**src/design/rv32v_types_pkg.sv**
```systemverilog
// shared types and constants
// for the vector mask-subset unit

package rv32v_types_pkg;

  // element width encoding, as held in the sew register.
  typedef enum logic [1:0] {
    SEW8  = 2'd0, // 8-bit elements, 8 per word.
    SEW16 = 2'd1, // 16-bit elements, 4 per word.
    SEW32 = 2'd2  // 32-bit elements, 2 per word.
  } sew_t;

  // vector sizing.
  localparam int MASK_BITS  = 64; // largest vl, one mask bit per element.
  localparam int CNT_W      = 7;  // element counters, 0 to 64.

  // result word layout.
  localparam int WORD_W     = 64; // one result word per chunk.
  localparam int HALF_W     = 32; // each iota lane half.
  localparam int WORD_IDX_W = 5;  // 32 words at sew32.

  // register block.
  localparam int CFG_ADDR_W = 3;

  localparam logic [CFG_ADDR_W-1:0] REG_MASK_LO = 3'd0; // mask bits 31:0.
  localparam logic [CFG_ADDR_W-1:0] REG_MASK_HI = 3'd1; // mask bits 63:32.
  localparam logic [CFG_ADDR_W-1:0] REG_VL      = 3'd2; // vector length.
  localparam logic [CFG_ADDR_W-1:0] REG_SEW     = 3'd3; // element width.
  localparam logic [CFG_ADDR_W-1:0] REG_CTRL    = 3'd4; // write starts a run.
  localparam logic [CFG_ADDR_W-1:0] REG_STATUS  = 3'd5; // read only.

  // status word fields.
  localparam int ST_BUSY = 0; // run in progress.

endpackage

```
**src/design/iota_logic.sv**
```systemverilog
// iota prefix count datapath

module iota_logic (
  input  logic                                  CLK,
  input  logic                                  nRST,
  input  logic                                  start,
  input  logic [rv32v_types_pkg::MASK_BITS-1:0] mask_bits,
  input  rv32v_types_pkg::sew_t                 sew,
  input  logic [rv32v_types_pkg::CNT_W-1:0]     max,
  output logic                                  busy,
  output logic [rv32v_types_pkg::HALF_W-1:0]    res0,
  output logic [rv32v_types_pkg::HALF_W-1:0]    res1
);
  import rv32v_types_pkg::*;

  logic [MASK_BITS-1:0] mask_reg;       // remaining mask, lowest element at bit 0.
  logic [MASK_BITS-1:0] next_mask_reg;
  logic [MASK_BITS-1:0] cur_mask;       // mask view for this chunk.
  logic [CNT_W-1:0]     count;          // element position of chunk start.
  logic [CNT_W-1:0]     next_count;
  logic [CNT_W-1:0]     prev_res;       // prefix count of last element done.
  logic [CNT_W-1:0]     next_prev_res;
  logic                 prev_mask;      // mask bit of last element done.
  logic                 next_prev_mask;
  logic                 at_max;         // run has covered all chunks.
  logic [CNT_W-1:0]     pfx [8];        // prefix counts for up to 8 elements.

  // first chunk reads the mask straight from the config block.
  assign cur_mask = (count == '0) ? mask_bits : mask_reg;
  assign at_max   = (count == max) || (count == CNT_W'(MASK_BITS)); // 64 as backstop.
  assign busy     = start && !at_max;

  // adder chain, element j adds the mask bit of element j-1.
  always_comb begin : prefix_chain
    pfx[0] = (count == '0) ? '0 : prev_res + {{(CNT_W - 1){1'b0}}, prev_mask};
    for (int j = 1; j < 8; j++) begin
      pfx[j] = pfx[j-1] + {{(CNT_W - 1){1'b0}}, cur_mask[j-1]};
    end
  end

  always_comb begin
    res0           = '0;
    res1           = '0;
    next_mask_reg  = mask_reg;
    next_count     = count;
    next_prev_res  = prev_res;
    next_prev_mask = prev_mask;
    if (start) begin
      case (sew)
        SEW32: begin // 2 lanes of 32 bits.
          res0           = HALF_W'(pfx[0]);
          res1           = HALF_W'(pfx[1]);
          next_mask_reg  = cur_mask >> 2;
          next_count     = count + CNT_W'(2);
          next_prev_res  = pfx[1];
          next_prev_mask = cur_mask[1];
        end
        SEW16: begin // 4 lanes of 16 bits.
          res0           = {16'(pfx[1]), 16'(pfx[0])};
          res1           = {16'(pfx[3]), 16'(pfx[2])};
          next_mask_reg  = cur_mask >> 4;
          next_count     = count + CNT_W'(4);
          next_prev_res  = pfx[3];
          next_prev_mask = cur_mask[3];
        end
        default: begin // 8 lanes of 8 bits.
          res0           = {8'(pfx[3]), 8'(pfx[2]), 8'(pfx[1]), 8'(pfx[0])};
          res1           = {8'(pfx[7]), 8'(pfx[6]), 8'(pfx[5]), 8'(pfx[4])};
          next_mask_reg  = cur_mask >> 8;
          next_count     = count + CNT_W'(8);
          next_prev_res  = pfx[7];
          next_prev_mask = cur_mask[7];
        end
      endcase
    end
  end

  always_ff @(posedge CLK, negedge nRST) begin
    if (!nRST) begin
      mask_reg  <= '0;
      count     <= '0;
      prev_res  <= '0;
      prev_mask <= 1'b0;
    end else if (at_max) begin // run over, ready for the next start.
      mask_reg  <= '0;
      count     <= '0;
      prev_res  <= '0;
      prev_mask <= 1'b0;
    end else begin
      mask_reg  <= next_mask_reg;
      count     <= next_count;
      prev_res  <= next_prev_res;
      prev_mask <= next_prev_mask;
    end
  end

  // max from the config block is chunk aligned, so count lands on it.
  a_count_range: assert property (@(posedge CLK) disable iff (!nRST)
    count <= CNT_W'(MASK_BITS));

endmodule

```
**src/design/iota_result_writer.sv**
```systemverilog
// iota result word writer

module iota_result_writer (
  input  logic                                   CLK,
  input  logic                                   nRST,
  input  logic                                   start,
  input  logic                                   busy,
  input  rv32v_types_pkg::sew_t                  sew,
  input  logic [rv32v_types_pkg::CNT_W-1:0]      vl,
  input  logic [rv32v_types_pkg::HALF_W-1:0]     res0,
  input  logic [rv32v_types_pkg::HALF_W-1:0]     res1,
  output logic                                   res_we,
  output logic [rv32v_types_pkg::WORD_IDX_W-1:0] res_idx,
  output logic [rv32v_types_pkg::WORD_W-1:0]     res_data,
  output logic [7:0]                             res_be
);
  import rv32v_types_pkg::*;

  logic                  chunk_valid; // iota lanes hold a chunk.
  logic [WORD_IDX_W-1:0] word_cnt;    // next word index of this run.
  logic [CNT_W-1:0]      elem_cnt;    // elements already written.
  logic [CNT_W-1:0]      chunk_elems; // elements per word.
  logic [1:0]            esz_log;     // log2 of element size in bytes.
  logic [7:0]            be_next;

  assign chunk_valid = start && busy;

  always_comb begin
    case (sew)
      SEW32: begin
        chunk_elems = CNT_W'(2);
        esz_log     = 2'd2;
      end
      SEW16: begin
        chunk_elems = CNT_W'(4);
        esz_log     = 2'd1;
      end
      default: begin
        chunk_elems = CNT_W'(8);
        esz_log     = 2'd0;
      end
    endcase
  end

  // a byte is enabled when its element lies below vl.
  always_comb begin : be_build
    logic [2:0]     lane;
    logic [CNT_W:0] elem;
    for (int b = 0; b < 8; b++) begin
      lane       = 3'(b) >> esz_log;
      elem       = {1'b0, elem_cnt} + {{(CNT_W - 2){1'b0}}, lane};
      be_next[b] = elem < {1'b0, vl};
    end
  end

  always_ff @(posedge CLK, negedge nRST) begin
    if (!nRST) begin
      res_we   <= 1'b0;
      word_cnt <= '0;
      elem_cnt <= '0;
    end else begin
      res_we <= chunk_valid; // one write per chunk, one cycle late.
      if (!start) begin // fresh indexes for the next run.
        word_cnt <= '0;
        elem_cnt <= '0;
      end else if (chunk_valid) begin
        word_cnt <= word_cnt + WORD_IDX_W'(1);
        elem_cnt <= elem_cnt + chunk_elems;
      end
    end
  end

  always_ff @(posedge CLK) begin
    if (chunk_valid) begin
      res_idx  <= word_cnt;
      res_data <= {res1, res0}; // upper lanes in the high half.
      res_be   <= be_next;
    end
  end

  // the first element of every chunk is below vl.
  a_be_nonzero: assert property (@(posedge CLK) disable iff (!nRST)
    res_we |-> res_be != 8'h00);

endmodule

```
**src/design/vmask_cfg_regs.sv**
```systemverilog
// mask unit configuration registers

module vmask_cfg_regs (
  input  logic                                     CLK,
  input  logic                                     nRST,
  input  logic                                     cfg_we,
  input  logic [rv32v_types_pkg::CFG_ADDR_W-1:0]   cfg_addr,
  input  logic [31:0]                              cfg_wdata,
  input  logic                                     busy,
  output logic [31:0]                              cfg_rdata,
  output logic [rv32v_types_pkg::MASK_BITS-1:0]    mask_bits,
  output logic [rv32v_types_pkg::CNT_W-1:0]        vl,
  output logic [rv32v_types_pkg::CNT_W-1:0]        max,
  output rv32v_types_pkg::sew_t                    sew,
  output logic                                     start,
  output logic                                     done
);
  import rv32v_types_pkg::*;

  logic             wr_idle;    // write accepted, no run active.
  logic             run_end;    // iota datapath has finished.
  logic [CNT_W-1:0] vl_clamped; // incoming vl limited to 64.
  sew_t             sew_wr;     // incoming width, 3 folds to sew32.

  // round a length up to a whole number of chunks for the given width.
  function automatic logic [CNT_W-1:0] round_vl(input logic [CNT_W-1:0] len,
                                                input sew_t w);
    logic [CNT_W-1:0] r;
    case (w)
      SEW32:   r = (len + CNT_W'(1)) & ~CNT_W'(1); // 2 elements per chunk.
      SEW16:   r = (len + CNT_W'(3)) & ~CNT_W'(3); // 4 elements per chunk.
      default: r = (len + CNT_W'(7)) & ~CNT_W'(7); // 8 elements per chunk.
    endcase
    return r;
  endfunction

  assign wr_idle = cfg_we && !start;
  assign run_end = start && !busy;

  assign vl_clamped = (cfg_wdata > 32'(MASK_BITS)) ? CNT_W'(MASK_BITS)
                                                   : cfg_wdata[CNT_W-1:0];

  always_comb begin
    case (cfg_wdata[1:0])
      2'd0:    sew_wr = SEW8;
      2'd1:    sew_wr = SEW16;
      default: sew_wr = SEW32; // reserved code runs as sew32.
    endcase
  end

  always_ff @(posedge CLK, negedge nRST) begin
    if (!nRST) begin
      mask_bits <= '0;
      vl        <= '0;
      max       <= '0;
      sew       <= SEW8;
      start     <= 1'b0;
      done      <= 1'b0;
    end else begin
      done <= run_end; // one cycle, start drops on the same edge.
      if (run_end) begin
        start <= 1'b0;
      end else if (wr_idle && cfg_addr == REG_CTRL) begin
        start <= 1'b1; // ctrl writes during a run fall through.
      end
      if (wr_idle) begin // config held stable for the run.
        case (cfg_addr)
          REG_MASK_LO: mask_bits[31:0]  <= cfg_wdata;
          REG_MASK_HI: mask_bits[63:32] <= cfg_wdata;
          REG_VL: begin
            vl  <= vl_clamped;
            max <= round_vl(vl_clamped, sew);
          end
          REG_SEW: begin
            sew <= sew_wr;
            max <= round_vl(vl, sew_wr); // keep max in step with width.
          end
          default: ;
        endcase
      end
    end
  end

  // register read port.
  always_comb begin
    cfg_rdata = '0;
    case (cfg_addr)
      REG_MASK_LO: cfg_rdata = mask_bits[31:0];
      REG_MASK_HI: cfg_rdata = mask_bits[63:32];
      REG_VL:      cfg_rdata = {{(32 - CNT_W){1'b0}}, vl};
      REG_SEW:     cfg_rdata = {30'b0, sew};
      REG_CTRL:    cfg_rdata = {31'b0, start};
      REG_STATUS:  cfg_rdata[ST_BUSY] = start || busy; // live run state.
      default:     cfg_rdata = '0;
    endcase
  end

  // no new run level right behind a done pulse.
  a_done_idle: assert property (@(posedge CLK) disable iff (!nRST)
    done |=> !start);

endmodule

```
**src/design/vmask_unit.sv**
```systemverilog
// vector mask-subset unit, viota.m

module vmask_unit (
  input  logic                                   CLK,
  input  logic                                   nRST,
  input  logic                                   cfg_we,
  input  logic [rv32v_types_pkg::CFG_ADDR_W-1:0] cfg_addr,
  input  logic [31:0]                            cfg_wdata,
  output logic [31:0]                            cfg_rdata,
  output logic                                   done,
  output logic                                   res_we,
  output logic [rv32v_types_pkg::WORD_IDX_W-1:0] res_idx,
  output logic [rv32v_types_pkg::WORD_W-1:0]     res_data,
  output logic [7:0]                             res_be
);
  import rv32v_types_pkg::*;

  logic [MASK_BITS-1:0] mask_bits; // run mask.
  logic [CNT_W-1:0]     vl;        // unrounded length, tail masking only.
  logic [CNT_W-1:0]     max;       // chunk aligned length.
  sew_t                 sew;
  logic                 start;     // run level.
  logic                 busy;      // chunk in flight.
  logic [HALF_W-1:0]    res0;      // low lanes.
  logic [HALF_W-1:0]    res1;      // high lanes.

  vmask_cfg_regs u_cfg (
    .CLK       (CLK),
    .nRST      (nRST),
    .cfg_we    (cfg_we),
    .cfg_addr  (cfg_addr),
    .cfg_wdata (cfg_wdata),
    .busy      (busy),
    .cfg_rdata (cfg_rdata),
    .mask_bits (mask_bits),
    .vl        (vl),
    .max       (max),
    .sew       (sew),
    .start     (start),
    .done      (done)
  );

  iota_logic u_iota (
    .CLK       (CLK),
    .nRST      (nRST),
    .start     (start),
    .mask_bits (mask_bits),
    .sew       (sew),
    .max       (max),
    .busy      (busy),
    .res0      (res0),
    .res1      (res1)
  );

  iota_result_writer u_writer (
    .CLK      (CLK),
    .nRST     (nRST),
    .start    (start),
    .busy     (busy),
    .sew      (sew),
    .vl       (vl),
    .res0     (res0),
    .res1     (res1),
    .res_we   (res_we),
    .res_idx  (res_idx),
    .res_data (res_data),
    .res_be   (res_be)
  );

endmodule

```
**config.mk**
```make
export PLATFORM = sky130hd
export DESIGN_NAME = vmask_unit
export DESIGN_NICKNAME = d
export VERILOG_FILES = /design/src/design/rv32v_types_pkg.sv /design/src/design/iota_logic.sv /design/src/design/iota_result_writer.sv /design/src/design/vmask_cfg_regs.sv /design/src/design/vmask_unit.sv
export SDC_FILE = /design/constraint.sdc
export NUM_CORES = 1
export LEC_CHECK = 0
export CORE_ASPECT_RATIO = 1.2
export CORE_MARGIN = 2
export CORE_UTILIZATION = 45
export DETAILED_ROUTE_END_ITERATION = 8
export DONT_BUFFER_PORTS = 1
export SYNTH_ARGS = -nofsm -noshare
export SYNTH_HDL_FRONTEND = slang
export SYNTH_HIERARCHICAL = 1
export SYNTH_SLANG_ARGS = --single-unit
```
**constraint.sdc**
```tcl
create_clock -name CLK -period 8.66 [get_ports CLK]
set_clock_uncertainty 0.1 [all_clocks]
set_input_delay 0.866 -clock CLK [delete_from_list [all_inputs] [get_ports CLK]]
set_output_delay 0.866 -clock CLK [all_outputs]
set_load 0.02 [all_outputs]
```
# Word-level counts from Yosys, hierarchy flattened
# Index checks and enable logic that the tools add are counted.
[totals]
output_inout_bits = 111
wordCells = 126
register_bits = 251
input_bits = 38
[classes]
n_lt_le_gt_ge = 9
mux = 31
addsub = 27
shift = 8
n_reduce_logical = 21
eq_ne = 13
[ops]
columns = ["operator", "count"]
rows = [
  ["$mux W64", 3],
  ["$pmux W31 S2", 2],
  ["$pmux W31 S4", 1],
  ["$pmux W62 S2", 1],
  ["$pmux W7 S2", 5],
  ["$add A7 B3 Y8", 8],
  ["$lt A8 B7 Y1", 8],
  ["$add A7 B1 Y7", 8],
  ["$mux W7", 8],
  ["$gt A32 B7 Y1 const B", 1],
  ["$add A7 B2 Y7 const B", 3],
  ["$add A7 B3 Y7 const B", 3],
  ["$add A7 B1 Y7 const B", 2],
  ["$shr A3 B2 Y3 const A", 4],
  ["$mux W5", 2],
  ["$reduce_and A2 Y1", 5],
  ["$pmux W2 S2", 2],
  ["$pmux W4 S2", 1],
  ["$add A7 B4 Y7", 1],
  ["$add A7 B4 Y7 const B", 1],
  ["$eq A7 B7 Y1", 1],
  ["$eq A7 B7 Y1 const B", 1],
  ["$logic_not A7 Y1", 1],
  ["$eq A2 B1 Y1 const B", 3],
  ["17 further kinds", 34],
]

# Depth between registers and ports, before layout
# Gate-level depths: netlist of run 1.
[depth]
word_depth = 12
depth_mapped = 26
ltp_nobuf = 23

# Hierarchy
# The synthesis of run 1 kept the hierarchy.
[by_module_without_submodules]
columns = ["module", "n_inst", "cells_each", "area_per_inst_um2", "seq_area_each_um2"]
rows = [
  ["iota_logic", 1, 1033, 7275.7, 1901.8],
  ["vmask_cfg_regs", 1, 388, 4275.4, 2026.9],
  ["iota_result_writer", 1, 289, 4112.7, 2612.5],
]

# Least setup slack after synthesis of run 1
# Ideal clock, no wire load.
[synth_path]
path_type = "reg2reg"
startpoint = "reg u_iota.count[2]"
endpoint = "reg u_writer/res_data[62] (netlist bit), data pin"
slack_ns = 3.068
required_ns = 8.296
synth_period_minus_slack_ns = 5.592
n_path_buf = 3
setup_ns = 0.264
arrival_time_ns = 5.227
stages_incl_launch_ff = 23
cell_sequence = "dfrtp_1 inv_1 ha_1 or4b_4 nor2_8 clkbuf_1 clkbuf_1 nand2_1 nand2_1 ha_1 ha_1 buf_2 xor2_1 xor2_1 ha_1 ha_1 ha_1 ha_1 nor4b_1 mux2i_1 or3_1 xor2_1 nor2_1"
[synth_via]
elab_chain_len = 10
word_cells_on_any_way = 11
classes_between = "7 x add/sub; 3 x mux; 1 x reduce/logical"
[synth_lines]
columns = ["item", "line_no", "rtl"]
rows = [
  ["from (decl)", "iota_logic.sv:19", "logic [CNT_W-1:0] count;"],
  ["from (signal assigned)", "iota_logic.sv:91", "count <= next_count;"],
  ["$logic_not A7 Y1 *", "iota_logic.sv:29, iota_logic.sv:35", ""],
  ["$mux W7 or $mux W64 (tied branches)", "iota_logic.sv:35, iota_logic.sv:29", ""],
  ["$add A7 B1 Y7 (6 in series)", "iota_logic.sv:37", "pfx[j] = pfx[j-1] + {{(CNT_W - 1){1'b0}}, cur_mask[j-1]};"],
  ["$add A7 B1 Y7 *", "iota_logic.sv:37", ""],
  ["$pmux W31 S2 *", "iota_logic.sv:49", "case (sew)"],
  ["to (signal assigned)", "iota_result_writer.sv:76", "res_data <= {res1, res0};"],
  ["to (decl)", "iota_result_writer.sv:14", "output logic [rv32v_types_pkg::WORD_W-1:0] res_data,"],
]
# Mark *: on every way between the ends. The rest lies on a longest branch, timed or not.
# A chain may end at the register's enable or synchronous reset.

# Worst setup path in the final report of run 1
# Same ends and word-level chain as after synthesis.

==> qor.csv, run 1 <==
metric;value;unit
status;finished, final reports clean;
pin_count;149;
dieWidth;174;µm
crit_path_end_kind;flip-flop;
power;5.30;mW
grt_use_met1;29.1;%
drc;0;
p_clk_share;21.8;%
ant_nets;0;
switching_share;44.5;%
via_per_inst;5.96;
pwr-share-comb;47.8;%
grtUsageTotal;23.7;%
grt_max_degree;170;
hold_viol;0;
clkSlewWorstSetupHoldPaths;0.07;ns
cts_setup_buffers;0;
syn_inst;1710;
die_y;208;µm
grt_pass1_wl;69200;µm
synth_edf_count;77;
hold_class;in -> async;
ys_types;103;
power_leakage;7.13;nW
gr-usage-met2;41.3;%
pwr-share-seq;30.4;%
setup.worst_path.class;reg -> reg;
maxCapViolCount;0;
power_density;318;nW/µm²
clkLatencyLatePin;0.56;ns
dp_hpwl;29700;µm
drt-initial-drc-count;937;
busiest_layer;met2;
crit_path_start_kind;flip-flop;
grt_overflow;0;
first_pass_iters;5;
final-setup-viol-count;0;
numCtsBuffers;27;
worstMarginPinSlew;1.11;ns
ctsResizeCount;0;
crit_required;8.83;ns
power.internal;2.94;mW
postCtsHoldBufs;1;
antenna_found_initial;0;
cts.htree.levels;1;
clockRootBuffer;clkbuf_16;
start_util;45.8;%
syn_avg_cell_area;9.16;µm²
area_growth;6.45;%
async_flop_share;68.7;%
cts_tree;yes;
yosys_warnings;6;
num_rows;74;
core;34200;µm²
p_sw;2.36;mW
cp_data_arrival_time;6.22;ns
ys_seq_area_share;41.8;%
drv_slew;0;
nNetsFinal;1730;
synthFlopType;dfrtp_1;
drive_gt1_share;10.3;%
period_share;69.8;%
fin_tns_setup;0;ns
fmax;0.165;GHz
crit_path_start;u_iota/count[2];
clock_path_buffers;3;
yosys_register_bits;246;
vdd_drop_max;219;µV
die_area;36300;µm²
slew_headroom;25.6;%
drt-wirelength-per-cell;20.8;µm
synthesis.area;15700;µm²
clock-sinks;246;
grt_pass1_vias;12194;
reg2reg_from;u_iota/count[2];
rsz0062_at_grt;no;
grtUsageMet3;3.40;%
timing.final.crit_period;6.05;ns
wirelength;43600;µm
place.port_buffers;0;
gp_congestion;0.916;
crit_fanout;70;
diodes;0;
vias;12519;
[final cells by class]
class / instances / area, µm²
Sequential cell: 246 / 6540
Clock inverter: 13 / 126
Tap cell: 456 / 571
Fill cell: 3226 / 17500
Multi-Input combinational cell: 1290 / 8370
Clock buffer: 36 / 761
Inverter: 42 / 160
Timing Repair Buffer: 16 / 140
[layer usage]
metal / share of wire, % / wire, µm / up-vias
met5: 0 / 0 / -
met4: 4.2 / 1840 / 0
met3: 5.7 / 2480 / 82
met2: 50 / 21900 / 468
met1: 40 / 17400 / 6075
li1: - / - / 5894
[Yosys cell counts, types with 14 or more instances]
cell type    n  area (µm²)
edfxtp_1    77        2310
and2_1      14        87.6
o21ai_0     41         205
ha_1        68         851
nand3_1     26         130
nand2_1    270        1010
mux2_2      65         732
a22o_1      27         236
xor2_1      29         254
and3_1      18         113
nor3_1      63         315
a211oi_1    17         128
nor2b_1     19         119
inv_1       39         146
xnor2_1     42         368
mux2i_1     19         190
nor2_1     200         751
dfrtp_1    169        4230
a21oi_1    120         601
clkbuf_1    94         353
a221oi_1    64         561
[layout by cell type, fill, tap and decap left out, drive strengths merged, types with 29 or more instances in the layout]
cell type	Yosys	routed
ha	68	68
mux2	66	66
a221oi	65	65
xnor2	45	45
nor3	66	66
o21ai	44	44
dfrtp	169	169
a21oi	122	122
clkbuf	94	36
xor2	29	29
inv	41	43
edfxtp	77	77
nand2	270	270
nor2	206	206
[metrics by stage]
step	hold slack [ns]	setup slack, ns	instances	utilization, %	area, µm²
after floorplan	0.346	3.07	1717	-	15700
after global placement	0.360	2.94	2049	46.1	15800
after detailed placement	0.380	2.68	2049	46.1	15800
after CTS	0.302	2.65	2099	48.8	16700
after global routing	0.308	2.15	2099	48.8	16700
final	0.219	2.61	2099	48.8	16700
[power groups by stage]
stage / Sequential [mW] / Combinational [mW] / Clock [mW]
5_1_grt: 1.63 / 2.81 / 1.23
3_3_place_gp: 1.62 / 2.45 / 0
6_report: 1.61 / 2.53 / 1.16
3_5_place_dp: 1.63 / 2.49 / 0
2_1_floorplan: 1.53 / 1.96 / 0
4_1_cts: 1.61 / 2.51 / 1.19
[worst max-delay path: stages, from the launching register on]
cell and delay [ns]:
dfrtp_1 0.44, inv_1 0.11, ha_1 0.18, or4b_4 0.55
nor2_8 0.11, buf_4 0.61, nand2_1 0.11, nand2_1 0.13
ha_1 0.29, xor2_1 0.34, xor2_1 0.34, ha_1 0.32
ha_1 0.34, ha_1 0.36, ha_1 0.25, nor4b_1 0.30
mux2i_1 0.20, or3_1 0.36, xor2_1 0.23, nor2_1 0.06
[final timing paths]
path	to	slack, ns	cells after the start
hold reg to reg	u_writer/res_idx[4]	0.38	0
hold / removal	u_iota/mask_reg[24]	0.22	1
max in group asynchronous	u_cfg/mask_bits[39]	7.50	1
setup / recovery	u_writer/res_data[62]	2.61	19
min in group CLK	u_cfg/vl[4]	0.34	2
setup reg to reg	u_writer/res_data[62]	2.61	19
[logic make-up after synthesis]
family                     share of synthesized area [%]
and+or+nand+nor                                     19.6
AOI/OAI and AO/OA                                   16.5
DFF                                                 41.8
buffers and inverters                               5.14
muxes                                               6.13
xor gates and xnor gates                            5.07
adders and majority gates                           5.77
other                                             0.0719
(Power assumes the default switching activity.)
==> run 2, diff against run 1 <==
clock period = 6.05 ns   (was 8.66 ns; I/O delays follow)
==> qor.csv, run 2 (same netlist as run 1, synthesis figures left out) <==
metric;value;unit
timing.final.crit_period;5.58;ns
clock-sinks;246;
cp_num_cells;20;
power_density;464;nW/µm²
period_share;92.3;%
grt_pass1_vias;12214;
vias;12478;
grt_pass1_wl;70200;µm
fmax;0.179;GHz
crit_fanout;6;
grt_overflow;0;
crit_path_end_kind;flip-flop;
clkLatencyLatePin;0.58;ns
maxCapViolCount;0;
grtUsageTotal;24.1;%
drv_slew;0;
seq_area;6540;µm²
vdd_drop_max;334;µV
drt-wirelength-per-cell;20.9;µm
fillerInstances;3259;
num_rows;74;
pwr-share-seq;29.5;%
final_common_cell;nand2_1;
hold_viol;0;
crit_path_start_kind;flip-flop;
via_per_inst;5.93;
crit_path_start;u_iota/count[2];
cp_data_arrival_time;5.78;ns
drc;0;
crit_required;6.24;ns
cp_slowest_stage_delay;0.54;ns
pwr-share-comb;47.1;%
path_cells;inv_1, ha_1, or4b_4, nor2_8, nand2_1, nand2_1, ha_1, ha_1, ha_1, and3b_1, a311oi_1, o21ai_1, and2_4, o211a_1, o2111ai_1, o311ai_2, xnor2_1, or3_1, xor2_1, nor2_1;
setup.worst_path.class;reg -> reg;
nNetsFinal;1732;
power_leakage;7.18;nW
place.port_buffers;0;
postPlaceCellArea;15800;µm²
pin_count;149;
drive_gt1_share;10.6;%
cts.htree.levels;1;
antenna_found_initial;1;
drt-initial-drc-count;914;
p_sw;3.46;mW
crit_path_end;u_writer/res_data[62];
r2r-end;u_writer/res_data[62];
multi_input_area;8380;µm²
clockRootBuffer;clkbuf_16;
ant_nets;0;
cp_slowest_cell;or4b_4;
cts_tree;yes;
p_clk_share;23.4;%
clock_path_buffers;3;
hold_class;in -> reg;
area_growth;7.25;%
critPathBufInv;1;
power.internal;4.34;mW
worstMarginPinSlew;1.10;ns
cp_common_cell;ha_1;
first_pass_iters;5;
start_util;45.8;%
core;34200;µm²
rsz0062_at_grt;no;
dieWidth;174;µm
fin_tns_setup;0;ns
final_cell_mix;nand2_1 (268), nor2_1 (200), dfrtp_1 (168);
clkSlewWorstSetupHoldPaths;0.06;ns
final-setup-viol-count;0;
reg2reg_depth;20;
gp_congestion;0.883;
critPathTopFamily;simple AND/OR/NAND/NOR gates;
hold_ws;0.0593;ns
worstHoldStart;cfg_wdata[5];
slew_headroom;27.0;%
switching_share;44.3;%
die_y;208;µm
power;7.79;mW
numCtsBuffers;28;
stdcell_area;16800;µm²
reg2reg_from;u_iota/count[2];
wirelength;43900;µm
status;finished, final reports clean;
grt_max_degree;170;
die_area;36300;µm²
r2r_setup_slack;0.47;ns
dp_hpwl;29900;µm
==> run 2: timing repair <==
| item | 4_1_cts | 5_1_grt |
|---|---|---|
| endpoints found under the setup margin | 0 | 1 |
| endpoints found under the hold margin | 169 | 2 |
| hold buffers | 1 | 1 |
| buffers inserted | 0 | 0 |
| gates resized for setup | 0 | 1 |
==> run 2: worst min path at each step <==
| stage | to | slack [ns] | depth (start not counted) |
|---|---|---|---|
| final | u_cfg/vl[5] | 0.06 | 2 |
| after global routing | u_cfg/mask_bits[61] | 0.05 | 1 |
| after CTS | u_iota/prev_res[2] | 0.009 | 1 |
| after detailed placement | u_iota/mask_reg[14] | 0.22 | 0 |
| after global placement | u_iota/mask_reg[12] | 0.22 | 0 |
| after floorplan | u_cfg/done | 0.21 | 0 |
==> run 2: power by group through the flow <==
| stage | clock network [mW] | registers (mW) | logic, mW |
|---|---|---|---|
| floorplan | 0 | 2.19 | 2.81 |
| global placement | 0 | 2.32 | 3.56 |
| detailed placement | 0 | 2.33 | 3.59 |
| CTS | 1.86 | 2.30 | 3.63 |
| global route | 1.93 | 2.34 | 4.07 |
| finish | 1.82 | 2.30 | 3.67 |
==> run 2: cell type report <==
class                   instances  area share [%]
inverters                      42           0.953
multi-input cells            1290            49.9
well taps                     456            3.40
clock inverters                22            1.62
repair buffers                 17           0.894
diodes                          1          0.0149
clock buffers                  30            4.27
flip-flops and latches        246            38.9
==> run 2: per-layer routing <==
layer	share of wire, %	vias up	global-route usage, %
met5	0	-	0
met4	4.6	0	10.8
met3	6.0	94	3.71
met2	49	414	41.3
met1	40	6060	29.8
li1	-	5910	-
==> run 2: through the flow <==
step | worst slack [ns] | std cells | utilization [%]
2_1_floorplan | 0.458 | 1717 | -
3_3_place_gp | 0.643 | 2049 | 46.1
3_5_place_dp | 0.520 | 2049 | 46.1
4_1_cts | 0.463 | 2102 | 49.1
5_1_grt | 0.0548 | 2104 | 49.2
6_report | 0.468 | 2104 | 49.2
